$ cat config.mk
export PLATFORM = sky130hd
export DESIGN_NAME = rs_top
export DESIGN_NICKNAME = d
export VERILOG_FILES = /design/src/hw/rs_pkg.sv /design/src/hw/rs_entry.sv /design/src/hw/rs_alloc.sv /design/src/hw/rs_issue_select.sv /design/src/hw/rs_top.sv
export SDC_FILE = /design/constraint.sdc
export NUM_CORES = 1
export LEC_CHECK = 0
export BUFFER_PORTS_ARGS = -buffer_cell sky130_fd_sc_hd__buf_2
export CORE_UTILIZATION = 59
export CTS_CLUSTER_DIAMETER = 150
export DETAILED_ROUTE_END_ITERATION = 8
export PLACE_DENSITY = 0.82
export SYNTH_ARGS = -nofsm -noshare
export SYNTH_HDL_FRONTEND = slang
export SYNTH_SLANG_ARGS = --single-unit
$ cat constraint.sdc
create_clock -name clk -period 2.6 [get_ports clk]
set_clock_uncertainty 0.15 [all_clocks]
set_input_delay 0.13 -clock clk [delete_from_list [all_inputs] [get_ports clk]]
set_output_delay 0.13 -clock clk [all_outputs]
set_load 0.05 [all_outputs]
$ cat src/hw/rs_pkg.sv
// Shared tag width, null tag and opcode encoding for the reservation station

package rs_pkg;

	// Reorder or physical register tag width
	localparam int RS_TAG_W = 5;

	// All-ones tag marks an empty field and is never given to a producer
	localparam logic [RS_TAG_W-1:0] RS_NULL_TAG = '1;

	// Functional unit opcodes
	// A free slot always holds OP_NOP
	typedef enum logic [2:0] {
		OP_NOP = 3'd0,
		OP_ADD = 3'd1,
		OP_SUB = 3'd2,
		OP_AND = 3'd3,
		OP_OR  = 3'd4,
		OP_XOR = 3'd5,
		OP_SLL = 3'd6,
		OP_MUL = 3'd7
	} rs_op_e;

endpackage

$ cat src/hw/rs_entry.sv
// Reservation station slot holding one instruction with CDB wakeup and same-cycle ready
`timescale 1ns/100ps

module rs_entry
	import rs_pkg::*;
(
	input  logic                clk,
	input  logic                rst,

	input  logic                load_i,
	input  logic                iss_en_i,

	input  logic [RS_TAG_W-1:0] dest_tag_i,
	input  logic [RS_TAG_W-1:0] opa_tag_i,
	input  logic [RS_TAG_W-1:0] opb_tag_i,
	input  logic                opa_rdy_i,
	input  logic                opb_rdy_i,
	input  rs_op_e              op_i,

	input  logic                cdb_vld_i,
	input  logic [RS_TAG_W-1:0] cdb_tag_i,

	output logic                rdy_o,
	output logic                avail_o,
	output rs_op_e              op_o,
	output logic [RS_TAG_W-1:0] dest_tag_o,
	output logic [RS_TAG_W-1:0] opa_tag_o,
	output logic [RS_TAG_W-1:0] opb_tag_o
);

	// Stored slot state
	logic [RS_TAG_W-1:0] dest_tag_r;
	logic [RS_TAG_W-1:0] opa_tag_r;
	logic [RS_TAG_W-1:0] opb_tag_r;
	logic                opa_rdy_r;
	logic                opb_rdy_r;
	rs_op_e              op_r;
	logic                avail_r;

	logic [RS_TAG_W-1:0] dest_tag_nxt;
	logic [RS_TAG_W-1:0] opa_tag_nxt;
	logic [RS_TAG_W-1:0] opb_tag_nxt;
	logic                opa_rdy_nxt;
	logic                opb_rdy_nxt;
	rs_op_e              op_nxt;
	logic                avail_nxt;

	// CDB compare against the tags arriving with a dispatch
	logic opa_hit_new;
	logic opb_hit_new;
	// CDB compare against the tags already held
	logic opa_hit_held;
	logic opb_hit_held;

	assign opa_hit_new  = cdb_vld_i && (cdb_tag_i == opa_tag_i);
	assign opb_hit_new  = cdb_vld_i && (cdb_tag_i == opb_tag_i);
	assign opa_hit_held = cdb_vld_i && (cdb_tag_i == opa_tag_r);
	assign opb_hit_held = cdb_vld_i && (cdb_tag_i == opb_tag_r);

	// Ready in the same cycle as the completing broadcast
	assign rdy_o = !avail_r && (opa_rdy_r || opa_hit_held) && (opb_rdy_r || opb_hit_held);

	assign avail_o    = avail_r;
	assign op_o       = op_r;
	assign dest_tag_o = dest_tag_r;
	assign opa_tag_o  = opa_tag_r;
	assign opb_tag_o  = opb_tag_r;

	always_comb begin
		dest_tag_nxt = dest_tag_r;
		opa_tag_nxt  = opa_tag_r;
		opb_tag_nxt  = opb_tag_r;
		op_nxt       = op_r;
		avail_nxt    = avail_r;
		// Held operands keep listening to the CDB, also while issue is stalled
		opa_rdy_nxt  = opa_rdy_r || (!avail_r && opa_hit_held);
		opb_rdy_nxt  = opb_rdy_r || (!avail_r && opb_hit_held);

		if (iss_en_i) begin
			// Slot goes back to the free state
			dest_tag_nxt = RS_NULL_TAG;
			opa_tag_nxt  = RS_NULL_TAG;
			opb_tag_nxt  = RS_NULL_TAG;
			op_nxt       = OP_NOP;
			avail_nxt    = 1'b1;
			opa_rdy_nxt  = 1'b0;
			opb_rdy_nxt  = 1'b0;
		end else if (load_i) begin
			dest_tag_nxt = dest_tag_i;
			opa_tag_nxt  = opa_tag_i;
			opb_tag_nxt  = opb_tag_i;
			op_nxt       = op_i;
			avail_nxt    = 1'b0;
			opa_rdy_nxt  = opa_rdy_i || opa_hit_new;
			opb_rdy_nxt  = opb_rdy_i || opb_hit_new;
		end
	end

	always_ff @(posedge clk) begin
		if (rst) begin
			dest_tag_r <= RS_NULL_TAG;
			opa_tag_r  <= RS_NULL_TAG;
			opb_tag_r  <= RS_NULL_TAG;
			opa_rdy_r  <= 1'b0;
			opb_rdy_r  <= 1'b0;
			op_r       <= OP_NOP;
			avail_r    <= 1'b1;
		end else begin
			dest_tag_r <= dest_tag_nxt;
			opa_tag_r  <= opa_tag_nxt;
			opb_tag_r  <= opb_tag_nxt;
			opa_rdy_r  <= opa_rdy_nxt;
			opb_rdy_r  <= opb_rdy_nxt;
			op_r       <= op_nxt;
			avail_r    <= avail_nxt;
		end
	end

endmodule

$ cat src/hw/rs_alloc.sv
// Dispatch allocator that loads the lowest free slot and flags a full station
`timescale 1ns/100ps

module rs_alloc #(
	parameter int NUM_ENTRIES = 4
) (
	input  logic                   dispatch_vld_i,
	input  logic [NUM_ENTRIES-1:0] avail_i,
	output logic [NUM_ENTRIES-1:0] load_o,
	output logic                   full_o
);

	// One-hot marker of the lowest free slot
	logic [NUM_ENTRIES-1:0] first_free;
	logic                   found;

	// Fixed priority search from slot 0 upwards
	always_comb begin
		first_free = '0;
		found      = 1'b0;
		for (int i = 0; i < NUM_ENTRIES; i++) begin
			if (avail_i[i] && !found) begin
				first_free[i] = 1'b1;
				found         = 1'b1;
			end
		end
	end

	// No free slot at all
	assign full_o = ~|avail_i;

	// A slot freed by issue this cycle is not yet visible in avail_i
	// so it is only offered again on the following cycle
	assign load_o = dispatch_vld_i ? first_free : '0;

endmodule

$ cat src/hw/rs_issue_select.sv
// Issue selector that sends the lowest ready slot to the functional unit
`timescale 1ns/100ps

module rs_issue_select
	import rs_pkg::*;
#(
	parameter int NUM_ENTRIES = 4
) (
	input  logic [NUM_ENTRIES-1:0] rdy_i,
	input  logic                   fu_busy_i,

	// Stored fields of every slot
	input  rs_op_e                 op_i       [NUM_ENTRIES],
	input  logic [RS_TAG_W-1:0]    dest_tag_i [NUM_ENTRIES],
	input  logic [RS_TAG_W-1:0]    opa_tag_i  [NUM_ENTRIES],
	input  logic [RS_TAG_W-1:0]    opb_tag_i  [NUM_ENTRIES],

	output logic [NUM_ENTRIES-1:0] iss_en_o,
	output logic                   issue_vld_o,
	output rs_op_e                 issue_op_o,
	output logic [RS_TAG_W-1:0]    issue_dest_tag_o,
	output logic [RS_TAG_W-1:0]    issue_opa_tag_o,
	output logic [RS_TAG_W-1:0]    issue_opb_tag_o
);

	// Set once a slot has been chosen in the scan
	logic picked;

	always_comb begin
		picked           = 1'b0;
		iss_en_o         = '0;
		issue_op_o       = OP_NOP;
		issue_dest_tag_o = RS_NULL_TAG;
		issue_opa_tag_o  = RS_NULL_TAG;
		issue_opb_tag_o  = RS_NULL_TAG;

		// Busy unit holds every slot in place
		if (!fu_busy_i) begin
			for (int i = 0; i < NUM_ENTRIES; i++) begin
				if (rdy_i[i] && !picked) begin
					picked           = 1'b1;
					iss_en_o[i]      = 1'b1;
					issue_op_o       = op_i[i];
					issue_dest_tag_o = dest_tag_i[i];
					issue_opa_tag_o  = opa_tag_i[i];
					issue_opb_tag_o  = opb_tag_i[i];
				end
			end
		end
	end

	// The unit takes whatever is presented, there is no accept
	assign issue_vld_o = picked;

endmodule

$ cat src/hw/rs_top.sv
// Reservation station for one functional unit built from slots, allocator and issue selector
`timescale 1ns/100ps

module rs_top
	import rs_pkg::*;
#(
	parameter int NUM_ENTRIES = 4
) (
	input  logic                clk,
	input  logic                rst,

	// Dispatch port
	input  logic                dispatch_vld_i,
	input  rs_op_e              dispatch_op_i,
	input  logic [RS_TAG_W-1:0] dispatch_dest_tag_i,
	input  logic [RS_TAG_W-1:0] dispatch_opa_tag_i,
	input  logic                dispatch_opa_rdy_i,
	input  logic [RS_TAG_W-1:0] dispatch_opb_tag_i,
	input  logic                dispatch_opb_rdy_i,

	// Common data bus
	input  logic                cdb_vld_i,
	input  logic [RS_TAG_W-1:0] cdb_tag_i,

	input  logic                fu_busy_i,

	output logic                full_o,

	// Issue port
	output logic                issue_vld_o,
	output rs_op_e              issue_op_o,
	output logic [RS_TAG_W-1:0] issue_dest_tag_o,
	output logic [RS_TAG_W-1:0] issue_opa_tag_o,
	output logic [RS_TAG_W-1:0] issue_opb_tag_o
);

	// Per-slot status and strobes
	logic [NUM_ENTRIES-1:0] slot_avail;
	logic [NUM_ENTRIES-1:0] slot_rdy;
	logic [NUM_ENTRIES-1:0] slot_load;
	logic [NUM_ENTRIES-1:0] slot_iss_en;

	// Per-slot stored fields
	rs_op_e                 slot_op       [NUM_ENTRIES];
	logic [RS_TAG_W-1:0]    slot_dest_tag [NUM_ENTRIES];
	logic [RS_TAG_W-1:0]    slot_opa_tag  [NUM_ENTRIES];
	logic [RS_TAG_W-1:0]    slot_opb_tag  [NUM_ENTRIES];

	// Dispatch fields and CDB fan out to every slot
	for (genvar i = 0; i < NUM_ENTRIES; i++) begin : g_slot
		rs_entry u_entry (
			.clk        (clk),
			.rst        (rst),
			.load_i     (slot_load[i]),
			.iss_en_i   (slot_iss_en[i]),
			.dest_tag_i (dispatch_dest_tag_i),
			.opa_tag_i  (dispatch_opa_tag_i),
			.opb_tag_i  (dispatch_opb_tag_i),
			.opa_rdy_i  (dispatch_opa_rdy_i),
			.opb_rdy_i  (dispatch_opb_rdy_i),
			.op_i       (dispatch_op_i),
			.cdb_vld_i  (cdb_vld_i),
			.cdb_tag_i  (cdb_tag_i),
			.rdy_o      (slot_rdy[i]),
			.avail_o    (slot_avail[i]),
			.op_o       (slot_op[i]),
			.dest_tag_o (slot_dest_tag[i]),
			.opa_tag_o  (slot_opa_tag[i]),
			.opb_tag_o  (slot_opb_tag[i])
		);
	end

	rs_alloc #(
		.NUM_ENTRIES (NUM_ENTRIES)
	) u_alloc (
		.dispatch_vld_i (dispatch_vld_i),
		.avail_i        (slot_avail),
		.load_o         (slot_load),
		.full_o         (full_o)
	);

	rs_issue_select #(
		.NUM_ENTRIES (NUM_ENTRIES)
	) u_issue_select (
		.rdy_i            (slot_rdy),
		.fu_busy_i        (fu_busy_i),
		.op_i             (slot_op),
		.dest_tag_i       (slot_dest_tag),
		.opa_tag_i        (slot_opa_tag),
		.opb_tag_i        (slot_opb_tag),
		.iss_en_o         (slot_iss_en),
		.issue_vld_o      (issue_vld_o),
		.issue_op_o       (issue_op_o),
		.issue_dest_tag_o (issue_dest_tag_o),
		.issue_opa_tag_o  (issue_opa_tag_o),
		.issue_opb_tag_o  (issue_opb_tag_o)
	);

endmodule

Yosys cells after proc, flatten, opt, wreduce, memory -nomap -nowiden. Index checks and enable logic that the tools add are counted.

Reduce and logical (&&, ||, !) cells: 66. Equal/unequal tests: 10. Mux-type cells: 47.

Operators by type and width (number): $mux 5 (15); $eq 5x5->1 (10); $logic_and 1x1->1 (32); $mux 1 (25); $logic_or 1x1->1 (18); $mux 3 (5); $logic_not 1->1 (11); $mux 4 (2); $reduce_or 2->1 (4); $reduce_or 4->1 (1).

Word-level logic and storage cells: 151. Bits of input ports: 30. Output and inout bits: 20. Flip-flop bits (word level): 84.

Logic depth before layout (Yosys ltp). Gate-level depths: netlist (run 1).

Depth in word-level cells: 20. Depth in mapped cells: 9. Depth with buffers taken out: 6.

Modules after synthesis. A second synthesis (run 1) with hierarchy kept.

Cells, all modules: 531. Area, all modules: 4769.6 um^2.

Modules (own cells, without submodules): rs_entry (cells an instance 104, sequential area each 420.4 um^2, instances 4, area an instance 1002.2 um^2); rs_issue_select (cells an instance 109, sequential area each 0.0 um^2, instances 1, area an instance 710.7 um^2); rs_alloc (cells an instance 6, sequential area each 0.0 um^2, instances 1, area an instance 50.0 um^2).

Least setup slack after synthesis (run 1). OpenSTA, ideal clock, no wires.

Path type: register to output. Start: register g_slot[1].u_entry.avail_r. End: output issue_dest_tag_o[0]. Arrival time: 2571 ps. Cell stages (with the launch flop): 7. Path slack: -251 ps. Required time: 2320 ps. Path through: dfxtp_1 > clkbuf_1 > nand2b_1 > o41ai_4 > a222oi_1 > a21oi_2 > a32oi_1.

Longest elaborated chain between the ends: 14. Elaborated cells between the ends (all ways): 16. Classes of those cells: mux (8); reduce/logical (8).

Ends and longest elaborated chain: from (decl) (RTL line rs_entry.sv:38) `logic avail_r;`; from (signal assigned) (RTL line rs_entry.sv:115) `avail_r <= avail_nxt;`; $logic_not 1->1 (*) (RTL line rs_entry.sv:61) `assign rdy_o = !avail_r && (opa_rdy_r || opa_hit_held) && (opb_rdy_r || opb_hit_held);`; $logic_and 1x1->1 (*) (2 in series) (RTL line rs_entry.sv:61); $logic_and 1x1->1 (*) (RTL line rs_issue_select.sv:40) `if (rdy_i[i] && !picked) begin`; $mux 1 (RTL line rs_issue_select.sv:40); $mux 1 (RTL line rs_issue_select.sv:38) `if (!fu_busy_i) begin`; $logic_not 1->1 (RTL line rs_issue_select.sv:40); $logic_and 1x1->1 (RTL line rs_issue_select.sv:40); $mux 1 (RTL line rs_issue_select.sv:40); $mux 1 (RTL line rs_issue_select.sv:38); $logic_not 1->1 (RTL line rs_issue_select.sv:40); $logic_and 1x1->1 (RTL line rs_issue_select.sv:40); $mux 5 (*) (RTL line rs_issue_select.sv:40); $mux 5 (*) (RTL line rs_issue_select.sv:38); to (decl) (RTL line rs_top.sv:32) `output logic [RS_TAG_W-1:0] issue_dest_tag_o,`.

Mark *: on every way between the ends. The rest lies on a longest branch, timed or not. The select of a mux whose other input is x is not followed.

Final worst setup path (run 1).
Start: register g_slot[1].u_entry.opb_tag_r[2]. End: output issue_dest_tag_o[4].

Longest elaborated chain between the ends: 15. Elaborated cells between the ends (all ways): 17. Classes of those cells: eq/ne (1); mux (8); reduce/logical (8).

Ends and longest elaborated chain: from (decl) (RTL line rs_entry.sv:34) `logic [RS_TAG_W-1:0] opb_tag_r;`; from (signal assigned) (RTL line rs_entry.sv:111) `opb_tag_r <= opb_tag_nxt;`; $eq 5x5->1 (*) (RTL line rs_entry.sv:58) `assign opb_hit_held = cdb_vld_i && (cdb_tag_i == opb_tag_r);`; $logic_and 1x1->1 (*) (RTL line rs_entry.sv:58); $logic_or 1x1->1 (*) (RTL line rs_entry.sv:61); $logic_and 1x1->1 (*) (RTL line rs_entry.sv:61); $logic_and 1x1->1 (*) (RTL line rs_issue_select.sv:40); $mux 1 (RTL line rs_issue_select.sv:40); $mux 1 (RTL line rs_issue_select.sv:38); $logic_not 1->1 (RTL line rs_issue_select.sv:40); $logic_and 1x1->1 (RTL line rs_issue_select.sv:40); $mux 1 (RTL line rs_issue_select.sv:40); $mux 1 (RTL line rs_issue_select.sv:38); $logic_not 1->1 (RTL line rs_issue_select.sv:40); $logic_and 1x1->1 (RTL line rs_issue_select.sv:40); $mux 5 (*) (RTL line rs_issue_select.sv:40); $mux 5 (*) (RTL line rs_issue_select.sv:38).

Marked as above.

==> out/metrics.yaml, run 1 <==
status: "finished with violations"
violations: "setup timing"
cp_num_buf_inv: 3
tns_ns: -12.61
grt-ovfl-total: 0
die_w_um: 88.45
netlist_area_um2: 4409
cts_tree: "yes"
synthToLayoutAreaGrowth_pct: 39.05
combPwrFrac: 0.180
drt-total-wl_mm: 19.88
grt_pass1_wl_mm: 25.63
path_class: "flop to output pin"
relSlewSlack: 0.3380
yosys.area.top_type: "dfxtp_1"
dpl.hpwl_mm: 9.891
cp_cell_sequence: "xnor2_2 > nand4_1 > o41ai_4 > buf_4 > a211o_4 > buf_12 > o221ai_1 > a32oi_1 > buf_4"
finalHoldViolations: 0
synth_common_cells: "nand2_1 (165), dfxtp_1 (84), nand3_1 (68)"
antenna_found_initial: 0
cpMostUsedCell: "buf_4"
cellPowerDensity_nw_per_um2: 465.1
setup_viol: 73
startpoint_type: "flop"
ys_seq_area_frac: 0.3814
gp_congestion: 1.031
viasPerCell: 6.987
dr.pass1.iters: 6
path_clk_slew_ns: 0.08
tightest_slew_ns: 0.9906
worst-path-max-fanout: 8
syn-num-nets: 586
fin_cells: 765
htree_levels: 3
clkLatencyLatePin_ns: 0.36
synth_seq_cells: 84
seq_power_share: 0.488
design_area_um2: 6131
start_util: 0.6079
syn_inst: 556
pin_count: 50
root_buffer: "clkbuf_8"
power.leakage_uw: 0.002680
clock-sinks: 84
max_cap_violations: 0
crit_arrival_ns: 2.94
drive_gt1_frac: 0.2943
synth_ff_type: "dfxtp_1"
drv_slew: 0
grt_use_total: 0.4469
via_count: 5345
power_frac_clock: 0.332
wl_per_cell_um: 25.98
synth_edf_count: 0
drt_iter0_drc: 994
fin_crit_sh: 1.240
fin_util: 0.8453
core-area_um2: 7253
power.switching_uw: 880.1
yosysUniqueCellTypes: 45
crit_path_end_kind: "output pin"
port_buffers: 49
critical-path-max-stage-delay_ns: 0.41
final_antenna_net_count: 0
cts_buffers: 9
synth_most_common_cell: "nand2_1"
period_minus_slack_ns: 3.224
dieHeight_um: 88.45
dpl_worst_slack_ns: -0.1524
ys_warn_count: 0
cts.path.max_buffers: 2
fmax_mhz: 310.2
dpl_cell_area_um2: 5134
timing.final.ws_setup_ns: -0.6240
crit_slowest_cell: "o41ai_4"
rsz0062_at_grt: "true"
dp_cells: 715
syn_area_per_cell_um2: 7.930
switching_share: 0.3086
worst_ep_required_time_ns: 2.32
synth.area.top_cells: "dfxtp_1 (38%), nand2_1 (14%), nand3_1 (7.7%)"
yosysTopAreaCellShare: 0.3814
drcViolationCount: 0
synthArstFlopShare: 0
fin_nets: 691
hold_class: "input port to flop"
critPathTopFamily: "compound AO/OA/AOI/OAI gates"
antenna_cells: 0
placementRows: 31
grt_max_degree: 22
fillers: 369
first_global_vias: 4848
p_int_uw: 1971
ir_drop_mv: 0.4411
fp.dieArea_um2: 7823
==> metal layers <==
metal,vias up,share of wire,track usage,wire [µm]
li1,2118,-,-,-
met3,205,0.16,0.09049,3204
met4,0,0.085,0.2903,1696
met5,-,0,0,0
met2,620,0.43,0.6713,8489
met1,2402,0.33,0.5845,6488
==> power by group through the flow <==
stage / Clock, µW / Combinational [µW] / Sequential, µW
3_5_place_dp: 0 / 383 / 1410
2_1_floorplan: 0 / 231 / 1390
3_3_place_gp: 0 / 371 / 1400
6_report: 947 / 513 / 1390
5_1_grt: 990 / 524 / 1400
4_1_cts: 924 / 428 / 1380
==> state kept, by name, summed over array words and instances (netlist names) <==
name	count
g_slot.u_entry.dest_tag_o	20
g_slot.u_entry.opa_rdy_r	4
g_slot.u_entry.opb_rdy_r	4
g_slot.u_entry.opa_tag_o	20
g_slot.u_entry.op_o	12
g_slot.u_entry.opb_tag_o	20
g_slot.u_entry.avail_o	4
==> through the flow <==
| step | hold slack [ns] | power [µW] |
|---|---|---|
| after floorplan | 0.1026 | 1625 |
| after global placement | 0.2384 | 1774 |
| after detailed placement | 0.2436 | 1788 |
| after CTS | 0.06495 | 2732 |
| after global routing | 0.08640 | 2910 |
| final | 0.07171 | 2851 |
==> cell usage in the layout (no fill, tap or decap), types with 4 or more instances in the layout <==
| cell type | Yosys | layout |
|---|---|---|
| dfxtp_4 | 0 | 4 |
| nor3_1 | 6 | 6 |
| buf_6 | 6 | 22 |
| xnor2_2 | 0 | 7 |
| nand4_1 | 4 | 4 |
| o221ai_4 | 0 | 4 |
| a21oi_1 | 15 | 14 |
| dfxtp_1 | 84 | 76 |
| xnor2_1 | 21 | 14 |
| buf_12 | 0 | 8 |
| nor3_2 | 4 | 4 |
| nor4_1 | 10 | 8 |
| a32oi_4 | 0 | 11 |
| dlygate4sd3_1 | 0 | 20 |
| nand2_1 | 165 | 165 |
| nor2_1 | 7 | 7 |
| dfxtp_2 | 0 | 4 |
| nand2b_1 | 7 | 7 |
| buf_4 | 3 | 51 |
| a31o_2 | 4 | 4 |
| buf_2 | 6 | 30 |
| and3_1 | 5 | 4 |
| inv_1 | 25 | 25 |
| xor2_1 | 29 | 27 |
| clkbuf_8 | 0 | 9 |
| nand3_1 | 68 | 67 |
| o221ai_2 | 0 | 9 |
==> worst register-to-register path, delay by kind of cell (launching register included) <==
| family | cells | cell delay [ns] |
|---|---|---|
| compound gates | 2 | 0.57 |
| buf+inv | 3 | 0.52 |
| flops | 1 | 0.35 |
| xor+xnor | 1 | 0.29 |
| simple gates | 3 | 0.79 |
==> final cells by class <==
type / instances / area, µm² / share of cell area
clock buffers: 11 / 131.4 / 0.02143
clock inverters: 5 / 52.55 / 0.008571
inverters: 25 / 93.84 / 0.01531
multi-input cells: 408 / 2846 / 0.4643
flip-flops and latches: 84 / 1702 / 0.2776
well taps: 99 / 123.9 / 0.02020
repair buffers: 133 / 1181 / 0.1927
==> cells by family (layout without fill, tap and decap cells) <==
family / after synthesis / in the layout / share of synthesized area
AOI/OAI and AO/OA: 76 / 76 / 0.1603
xor gates and xnor gates: 50 / 50 / 0.09932
buffers and inverters: 64 / 174 / 0.07151
DFF: 84 / 84 / 0.3814
muxes: 3 / 3 / 0.006811
and+or+nand+nor: 279 / 279 / 0.2806
==> path summary, 6_finish.rpt <==
kind                                       start                           to  slack, ns  depth (start not counted)
setup / recovery  g_slot[1].u_entry.opb_tag_o[2]          issue_dest_tag_o[4]      -0.62                          9
hold / removal                dispatch_opa_rdy_i  g_slot[1].u_entry.opa_rdy_r       0.07                          4
setup reg to reg  g_slot[1].u_entry.opb_tag_o[2]  g_slot[3].u_entry.opb_rdy_r      -0.16                          9
hold reg to reg        g_slot[0].u_entry.op_o[0]    g_slot[0].u_entry.op_o[0]       0.32                          2
==> timing repair <==
item / CTS / global route
hold buffers: 20 / 0
setup endpoints to repair: 23 / 88
setup buffers: 7 / 7
gates resized for setup: 72 / 30
pin swaps: 21 / 25
endpoints found under the hold margin: 74 / 0
gates cloned: 1 / 1
Power figures use the tool's default switching activity.
==> run 2, diff against run 1 <==
--- a/config.mk
+++ b/config.mk
@@ -6,6 +6,7 @@
 export NUM_CORES = 1
 export LEC_CHECK = 0
 export BUFFER_PORTS_ARGS = -buffer_cell sky130_fd_sc_hd__buf_2
+export CORE_ASPECT_RATIO = 0.5
 export CORE_UTILIZATION = 59
 export CTS_CLUSTER_DIAMETER = 150
 export DETAILED_ROUTE_END_ITERATION = 8
==> run 2 against run 1 <==
Compared with the run above: the run ends with DRC, setup timing left; die area rose by 0.27%; final area rose by 3.1%; global-route usage rose by 1.2 points; sequential cell count did not move; final cell count fell by 0.26%; fmax fell by 2.9%; setup slack got worse by 0.097 ns; power rose by 14%; critical path type unchanged.
==> out/metrics.yaml, run 2 (synthesized netlist as in run 1, its figures left out) <==
status: "finished with violations"
violations: "DRC, setup timing"
grt_use_total: 0.4588
final_antenna_net_count: 0
ir_drop_mv: 0.4454
dpl.hpwl_mm: 10.26
root_buffer: "clkbuf_16"
fin_crit_sh: 1.277
use_met3: 0.1504
seq_power_share: 0.428
first_global_vias: 5005
via_count: 5574
path_clk_slew_ns: 0.07
combPwrFrac: 0.161
rsz0062_at_grt: "true"
final_cell_mix: "nand2_1 (165), nand3_1 (68), dfxtp_1 (68)"
wl_per_cell_um: 28.08
crit_slowest_cell: "o41ai_2"
grt-ovfl-total: 0
start_util: 0.6356
startpoint_type: "flop"
max_cap_violations: 0
switching_share: 0.2830
crit_path_end_kind: "output pin"
dp_cells: 713
met2_usage: 0.7120
synthToLayoutAreaGrowth_pct: 43.30
viasPerCell: 7.305
pin_count: 50
crit_arrival_ns: 3.04
relSlewSlack: 0.3488
critical-path-max-stage-delay_ns: 0.37
path_class: "flop to output pin"
cellPowerDensity_nw_per_um2: 516.0
antenna_found_initial: 0
antenna_cells: 0
period_minus_slack_ns: 3.321
cts_tree: "yes"
timing.final.ws_setup_ns: -0.7213
drive_gt1_frac: 0.3189
dpl_worst_slack_ns: -0.1039
worst_ep_required_time_ns: 2.32
dieHeight_um: 63.13
design_area_um2: 6319
htree_levels: 3
drv_slew: 0
grt_max_degree: 21
gp_congestion: 1.007
drcViolationCount: 77
clkLatencyLatePin_ns: 0.35
dr.pass1.iters: 9
multi_input_area_um2: 2858
tightest_slew_ns: 0.9744
fillers: 259
power.leakage_uw: 0.002760
cts_buffers: 9
worst-path-max-fanout: 20
finalHoldViolations: 0
power_frac_clock: 0.411
clock-sinks: 84
power.switching_uw: 922.5
setup_viol: 83
port_buffers: 49
dpl_cell_area_um2: 5187
cts.path.max_buffers: 2
placementRows: 21
final_common_cell: "nand2_1"
final-seq-area_um2: 1712
grt_pass1_wl_mm: 27.13
grtUsageMet1: 0.5626
gr-max-usage-layer: "met2"
drt-total-wl_mm: 21.43
core-area_um2: 6937
fin_cells: 763
power.total_uw: 3260
drt_iter0_drc: 1233
cp_cell_sequence: "xnor2_1 > nand4_1 > o41ai_2 > buf_4 > and2_1 > buf_12 > nand2_1 > a32oi_4 > buf_6"
fmax_mhz: 301.1
die_w_um: 124.3
fin_nets: 696
hold_class: "input port to flop"
fp.dieArea_um2: 7844
p_int_uw: 2338
==> run 2: cell types whose count changed in the layout (fill, tap and decap cells not counted), moves of 7 or more <==
| cell | delta |
|---|---|
| xor2_2 | +8 |
| dfxtp_2 | +8 |
| clkbuf_16 | +9 |
| clkbuf_8 | -7 |
| xor2_1 | -8 |
| dfxtp_1 | -8 |
==> run 2: critical path: cells and delay by family (launching register included) <==
family / cells / cell delay [ns]
and+or+nand+nor: 3 / 0.72
AOI/OAI and AO/OA: 2 / 0.69
buffers and inverters: 3 / 0.59
DFF: 1 / 0.36
xor gates and xnor gates: 1 / 0.32
==> run 2: power by group through the flow <==
stage	sequential [µW]	combinational [µW]	clock, µW
after floorplan	1390	231	0
after detailed placement	1410	386	0
after global routing	1400	534	1390
final	1400	526	1340
after CTS	1380	434	1320
after global placement	1410	379	0
==> run 2: cell type report <==
class | count | area share
well taps | 92 | 0.01822
inverters | 25 | 0.01485
clock buffers | 12 | 0.04059
flip-flops and latches | 84 | 0.2709
multi-input cells | 408 | 0.4523
repair buffers | 138 | 0.1956
clock inverters | 4 | 0.007525
==> run 2: path summary, 6_finish.rpt <==
kind	from	end	slack, ns	cells after the start
worst max register to register	g_slot[1].u_entry.opb_tag_o[4]	g_slot[3].u_entry.opb_rdy_r	-0.25	7
worst min register to register	g_slot[2].u_entry.op_o[2]	g_slot[2].u_entry.op_o[2]	0.32	2
worst min-delay path	dispatch_opb_rdy_i	g_slot[2].u_entry.opb_rdy_r	0.15	4
worst max-delay path	g_slot[0].u_entry.opa_tag_o[4]	issue_opa_tag_o[4]	-0.72	9
==> run 2: through the flow <==
stage                       util  setup TNS, ns  hold WS (ns)
after floorplan                -         -1.252        0.1026
after detailed placement  0.7478         -1.079        0.2438
after global placement    0.7478         -1.265        0.2418
after global routing      0.9109         -31.35        0.1428
after CTS                 0.8662         -3.775       0.07316
final                     0.9109         -17.03        0.1452
==> run 2: routing by layer <==
layer	up-vias	wire (µm)
met1	2503	6915
li1	2123	-
met4	0	2198
met5	-	0
met3	286	3937
met2	662	8373
==> run 2: repair_timing <==
item | CTS | global route
setup endpoints to repair | 19 | 28
hold endpoints to repair | 74 | 0
setup buffers | 6 | 6
resized for setup | 68 | 41
pin swaps | 12 | 11
hold buffers | 20 | 0
gates cloned | 1 | 1
